==> src/source/kv_macros.svh <==
`ifndef KV_MACROS_SVH
`define KV_MACROS_SVH

// vault geometry
`define KV_NUM_ENTRIES 8
`define KV_ENTRY_DWORDS 12

// index widths
`define KV_ENTRY_W 3
`define KV_OFFSET_W 4

// first dword written past the source size
// the dwords after it are zero
`define KV_PAD_WORD 32'h8000_0000

`endif
==> src/source/kv_pkg.sv <==
`default_nettype none

`include "kv_macros.svh"

package kv_pkg;

   typedef logic [31:0] kv_dword_t;
   typedef logic [`KV_ENTRY_W-1:0] kv_entry_idx_t;
   typedef logic [`KV_OFFSET_W-1:0] kv_offset_t;

   // client control, held stable by the host for a whole run
   typedef struct packed {
      logic          key_sel_en;
      kv_entry_idx_t key_sel;
      logic          src_sel_en;
      kv_entry_idx_t src_sel;
      // valid source dwords, the rest get padded
      kv_offset_t    src_data_size;
      logic          dest_sel_en;
      kv_entry_idx_t dest_sel;
      logic          dest_valid;
   } kv_reg_t;

   // client read request, answered one cycle later
   typedef struct packed {
      kv_entry_idx_t key_entry;
      kv_offset_t    key_offset;
      kv_entry_idx_t src_entry;
      kv_offset_t    src_offset;
   } kv_read_t;

   typedef struct packed {
      kv_entry_idx_t dest_addr;
      kv_offset_t    dest_offset;
      logic          dest_wr_vld;
      kv_dword_t     dest_data;
      // marks the entry valid on the last dword
      logic          dest_valid;
   } kv_write_t;

   typedef struct packed {
      kv_dword_t key_data;
      kv_dword_t src_data;
   } kv_resp_t;

   typedef enum logic [1:0] {
      IDLE,
      READ,
      FLUSH,
      DONE
   } kv_fsm_state_e;

endpackage

`default_nettype wire

==> src/source/kv_client.sv <==
`timescale 1ns/100ps
`default_nettype none

`include "kv_macros.svh"

module kv_client (
   input  wire                                           clk,
   input  wire                                           rst_n,
   input  wire kv_pkg::kv_reg_t                          client_ctrl_reg,
   output kv_pkg::kv_read_t                              kv_read,
   output kv_pkg::kv_write_t                             kv_write,
   input  wire kv_pkg::kv_resp_t                         kv_resp,
   output logic                                          key_write_en,
   output kv_pkg::kv_offset_t                            key_write_offset,
   output kv_pkg::kv_dword_t                             key_write_data,
   output logic                                          src_write_en,
   output kv_pkg::kv_offset_t                            src_write_offset,
   output kv_pkg::kv_dword_t                             src_write_data,
   output logic                                          dest_keyvault,
   input  wire                                           dest_data_avail,
   input  wire kv_pkg::kv_dword_t [`KV_ENTRY_DWORDS-1:0] dest_data,
   output logic                                          key_done,
   output logic                                          src_done,
   output logic                                          dest_done
);
   import kv_pkg::*;

   localparam kv_offset_t LAST_OFFSET = kv_offset_t'(`KV_ENTRY_DWORDS - 1);

   kv_offset_t key_read_offset;
   kv_offset_t src_read_offset;
   logic       src_write_pad;
   kv_dword_t  src_pad_data;
   kv_offset_t dest_read_offset;
   kv_offset_t dest_write_offset;
   logic       dest_write_en;
   kv_dword_t  dest_dword_q;

   // key read
   kv_fsm #(.PAD_EN(0)) key_fsm (
      .clk          (clk),
      .rst_n        (rst_n),
      .start        (client_ctrl_reg.key_sel_en),
      .data_size    ('0),
      .read_offset  (key_read_offset),
      .write_en     (key_write_en),
      .write_offset (key_write_offset),
      .write_pad    (),
      .pad_data     (),
      .done         (key_done)
   );

   assign key_write_data = kv_resp.key_data;

   // source read, short sources get padded
   kv_fsm #(.PAD_EN(1)) src_fsm (
      .clk          (clk),
      .rst_n        (rst_n),
      .start        (client_ctrl_reg.src_sel_en),
      .data_size    (client_ctrl_reg.src_data_size),
      .read_offset  (src_read_offset),
      .write_en     (src_write_en),
      .write_offset (src_write_offset),
      .write_pad    (src_write_pad),
      .pad_data     (src_pad_data),
      .done         (src_done)
   );

   assign src_write_data = src_write_pad ? src_pad_data : kv_resp.src_data;

   always_comb begin
      kv_read.key_entry  = client_ctrl_reg.key_sel;
      kv_read.key_offset = key_read_offset;
      kv_read.src_entry  = client_ctrl_reg.src_sel;
      kv_read.src_offset = src_read_offset;
   end

   // destination writeback, started once the engine has a result
   kv_fsm #(.PAD_EN(0)) dest_fsm (
      .clk          (clk),
      .rst_n        (rst_n),
      .start        (dest_data_avail & client_ctrl_reg.dest_sel_en),
      .data_size    ('0),
      .read_offset  (dest_read_offset),
      .write_en     (dest_write_en),
      .write_offset (dest_write_offset),
      .write_pad    (),
      .pad_data     (),
      .done         (dest_done)
   );

   // result dwords are stored reversed in dest_data
   always_ff @(posedge clk) begin
      dest_dword_q <= dest_data[LAST_OFFSET - dest_read_offset];
   end

   assign dest_keyvault = client_ctrl_reg.dest_sel_en;

   always_comb begin
      kv_write.dest_addr   = client_ctrl_reg.dest_sel;
      kv_write.dest_offset = dest_write_offset;
      kv_write.dest_wr_vld = dest_write_en;
      kv_write.dest_data   = dest_dword_q;
      kv_write.dest_valid  = client_ctrl_reg.dest_valid;
   end

endmodule

`default_nettype wire

==> src/source/kv_fsm.sv <==
`timescale 1ns/100ps
`default_nettype none

`include "kv_macros.svh"

module kv_fsm #(
   parameter int PAD_EN = 0
) (
   input  wire                     clk,
   input  wire                     rst_n,
   input  wire                     start,
   input  wire kv_pkg::kv_offset_t data_size,
   output kv_pkg::kv_offset_t      read_offset,
   output logic                    write_en,
   output kv_pkg::kv_offset_t      write_offset,
   output logic                    write_pad,
   output kv_pkg::kv_dword_t       pad_data,
   output logic                    done
);
   import kv_pkg::*;

   localparam kv_offset_t LAST_OFFSET = kv_offset_t'(`KV_ENTRY_DWORDS - 1);

   kv_fsm_state_e state;
   kv_fsm_state_e state_nxt;

   always_comb begin
      state_nxt = state;
      case (state)
         IDLE: begin
            if (start) begin
               state_nxt = READ;
            end
         end
         READ: begin
            if (read_offset == LAST_OFFSET) begin
               state_nxt = FLUSH;
            end
         end
         // one extra cycle for the last write behind the read
         FLUSH: begin
            state_nxt = DONE;
         end
         DONE: begin
            if (!start) begin
               state_nxt = IDLE;
            end
         end
         default: begin
            state_nxt = IDLE;
         end
      endcase
   end

   always_ff @(posedge clk or negedge rst_n) begin
      if (!rst_n) begin
         state        <= IDLE;
         read_offset  <= '0;
         write_en     <= 1'b0;
         write_offset <= '0;
      end else begin
         state <= state_nxt;
         if ((state == READ) && (read_offset != LAST_OFFSET)) begin
            read_offset <= read_offset + kv_offset_t'(1);
         end else begin
            read_offset <= '0;
         end
         // writes trail reads by the vault read latency
         write_en     <= (state == READ);
         write_offset <= read_offset;
      end
   end

   assign done = (state == DONE);

   // pad rule: marker word at data_size, zeros after it
   always_comb begin
      write_pad = (PAD_EN != 0) && write_en && (write_offset >= data_size);
      pad_data  = (write_offset == data_size) ? `KV_PAD_WORD : '0;
   end

   a_write_offset_range: assert property (
      @(posedge clk) disable iff (!rst_n)
      write_en |-> (write_offset <= LAST_OFFSET)
   );

endmodule

`default_nettype wire

==> config.mk <==
export PLATFORM = sky130hd
export DESIGN_NAME = kv_client
export DESIGN_NICKNAME = d
export VERILOG_FILES = /design/src/source/kv_pkg.sv /design/src/source/kv_client.sv /design/src/source/kv_fsm.sv
export VERILOG_INCLUDE_DIRS = /design/src /design/src/source
export SDC_FILE = /design/constraint.sdc
export NUM_CORES = 1
export LEC_CHECK = 0
export BUFFER_PORTS_ARGS = -buffer_cell sky130_fd_sc_hd__clkbuf_2
export CAP_MARGIN = 40
export CORE_AREA = 2 2 232 234
export CTS_CLUSTER_SIZE = 14
export DETAILED_ROUTE_END_ITERATION = 12
export DIE_AREA = 0 0 234 236
export PLACE_DENSITY = 0.45
export SYNTH_ARGS = -nofsm -noshare
export SYNTH_HDL_FRONTEND = slang
export SYNTH_HIERARCHICAL = 1
export SYNTH_SLANG_ARGS = --single-unit
==> constraint.sdc <==
create_clock -name clk -period 3.2 [get_ports clk]
set_input_delay 0.48 -clock clk [delete_from_list [all_inputs] [get_ports clk]]
set_output_delay 0.48 -clock clk [all_outputs]
set_load 0.01 [all_outputs]
==> impl_metrics.py <==
metrics = {
    "outcome": {
        "status": "finished clean",
    },
    "pwr": {
        "p_per_area_mw_per_mm2": 563,
        "peakVddDrop_mv": 0.254,
        "p_leak_nw": 4.54,
        "finalPower_mw": 5.21,
    },
    "sta": {
        "worst_pin_slew_ns": 0.662,
        "rsz0062_at_grt": "no",
        "fmax_ghz": 0.373,
        "tns_ns": 0,
        "hold_viol_final": 0,
        "drv_slew": 0,
        "relSlewSlack_pct": 55.8,
        "clock_skew_ns": 0.0113,
        "setup_viol": 0,
        "fin_crit_ns": 2.68,
        "post-route-period-util_pct": 83.7,
    },
    "worst_setup_path": {
        "worst-setup-path-type": "flop to primary output",
        "start_kind": "flop",
        "rr_worst_depth": 5,
        "cp.required_ns": 2.72,
        "cp_max_fo": 32,
        "cp.arrival_ns": 2.20,
        "crit_path_end_kind": "primary output",
    },
    "placed_design": {
        "port_buffers": 516,
        "dp_hpwl_um": 32100,
        "placedCellCount": 1627,
        "placed_area_mm2": 0.00893,
        "place_congestion": 0.943,
    },
    "floorplan": {
        "fp.dieH_um": 236,
        "die_x_um": 234,
        "coreArea_mm2": 0.0531,
        "dieArea_mm2": 0.0552,
        "top_level_ports": 601,
        "start_util_pct": 11.2,
        "num_rows": 85,
    },
    "clock_tree": {
        "clock-sinks": 65,
        "clock_latency_ns": 0.37,
        "path_clk_slew_ns": 0.06,
        "cts_buffer_depth": 2,
        "cts-root-buf": "clkbuf_16",
        "h-tree-depth": 3,
        "cts_buffers": 9,
        "cts_tree": "built",
    },
    "route": {
        "met2_length_um": 19000,
        "dr_wl_met3_um": 2710,
        "drt_iter0_markers": 219,
        "wl_um": 36200,
        "route.detailed.drc": 0,
        "wl_met1_um": 13100,
        "ant_nets": 0,
        "vias": 6156,
        "routedWlPerCell_um": 21.9,
        "via_per_inst": 3.72,
        "highest-signal-layer": "met5",
        "dr.pass1.iters": 6,
    },
    "cells_and_area": {
        "fin_cells": 1656,
        "final_cell_area_mm2": 0.00926,
        "drive_gt1_share_pct": 72.0,
        "syn_to_final_growth_pct": 55.2,
        "fin_nets": 1430,
        "post-route-util_pct": 17.4,
    },
    "run": {
        "maxCapViolations": 0,
    },
    "global_route": {
        "grt_pass1_wl_um": 48400,
        "grt_pass1_vias": 6358,
        "grt_usage_pct": 12.9,
        "antenna_found_initial": 30,
        "grt-ovfl-total": 0,
        "grt_start_max_net_pins": 48,
    },
    "hold_path": {
        "hold-path-cell-count": 0,
        "hold_path_class": "flop to flop",
    },
    "synth": {
        "synth_area_per_cell_um2": 12.3,
        "synthCells": 484,
        "netlist_area_mm2": 0.00596,
        "yosysWarningCount": 6,
    },
}
-- worst max-delay path, stage by stage, from the launching register on --
cell and delay (ns):
dfrtp_1 0.37, ha_1 0.30, o21a_1 0.11, o21ai_1 0.06, a21oi_2 0.11, buf_4 0.36
mux2_2 0.39, clkbuf_2 0.13
-- through the flow --
| step | worst slack [ns] | hold slack, ns |
|---|---|---|
| after floorplan | 0.754 | 0.184 |
| after global placement | 0.673 | 0.423 |
| after detailed placement | 0.624 | 0.340 |
| after CTS | 0.468 | 0.442 |
| after global routing | 0.377 | 0.455 |
| final | 0.521 | 0.434 |
-- where the power goes --
part | switching (mW) | leakage (nW) | internal, mW
clock network | 0.418 | 0.143 | 0.588
logic | 1.35 | 3.70 | 1.47
registers | 0.251 | 0.704 | 1.13
-- sequential cells by signal, summed over array words and instances (netlist names), 2 cells and up --
name,flops
key_fsm/write_offset,4
key_fsm/state,2
dest_fsm/write_offset,4
src_fsm/write_offset,4
src_fsm/read_offset,4
dest_fsm/state,2
src_fsm/state,2
key_fsm/read_offset,4
dest_dword_q,32
dest_fsm/read_offset,4
-- repair_timing --
action | CTS | global route
endpoints found under the setup margin | 0 | 0
hold buffers | 1 | 0
endpoints found under the hold margin | 6 | 0
buffers inserted | 0 | 0
gates resized for setup | 0 | 0
-- placed cells by master, fill, tap and decap left out, types with 3 or more instances in the layout --
cell type and instances:
a211oi_1 3, nand3_1 3, inv_1 11, diode_2 12
nor2b_1 3, dfxtp_1 32, nor2_1 9, nand3b_4 3
clkbuf_8 3, buf_4 9, mux2_1 3, a2bb2oi_1 3
a22oi_1 32, mux4_2 96, conb_1 31, dfrtp_1 31
clkbuf_2 516, a221oi_4 3, xnor2_1 3, ha_1 19
mux2_2 32, and3_1 3, nand2_1 67, buf_12 4
xor2_1 3, clkbuf_16 9
-- final timing paths --
kind | from | slack (ns) | end
setup / recovery | src_fsm/write_offset[2] | 0.52 | src_write_data[7]
hold / removal | src_fsm/read_offset[1] | 0.43 | src_fsm/write_offset[1]
setup reg to reg | dest_fsm/read_offset[0] | 1.10 | dest_dword_q[15]
hold reg to reg | src_fsm/read_offset[1] | 0.43 | src_fsm/write_offset[1]
max in group asynchronous | rst_n | 2.23 | dest_fsm/read_offset[0]
min in group asynchronous | rst_n | 0.51 | key_fsm/write_offset[1]
-- per-layer routing --
layer,up-vias,track usage (%)
li1,2681,-
met1,3022,13.5
met2,371,23.2
met3,70,4.17
met4,12,6.29
met5,-,0
-- area by class of cell --
cell class,count,area [um^2]
Antenna cell,12,30.0
Clock buffer,14,274
Clock inverter,2,11.3
Fill cell,5997,43800
Inverter,11,41.3
Multi-Input combinational cell,326,3810
Sequential cell,65,1470
Tap cell,696,871
Timing Repair Buffer,530,2740
Note: power is estimated with default switching activity, not from simulation.
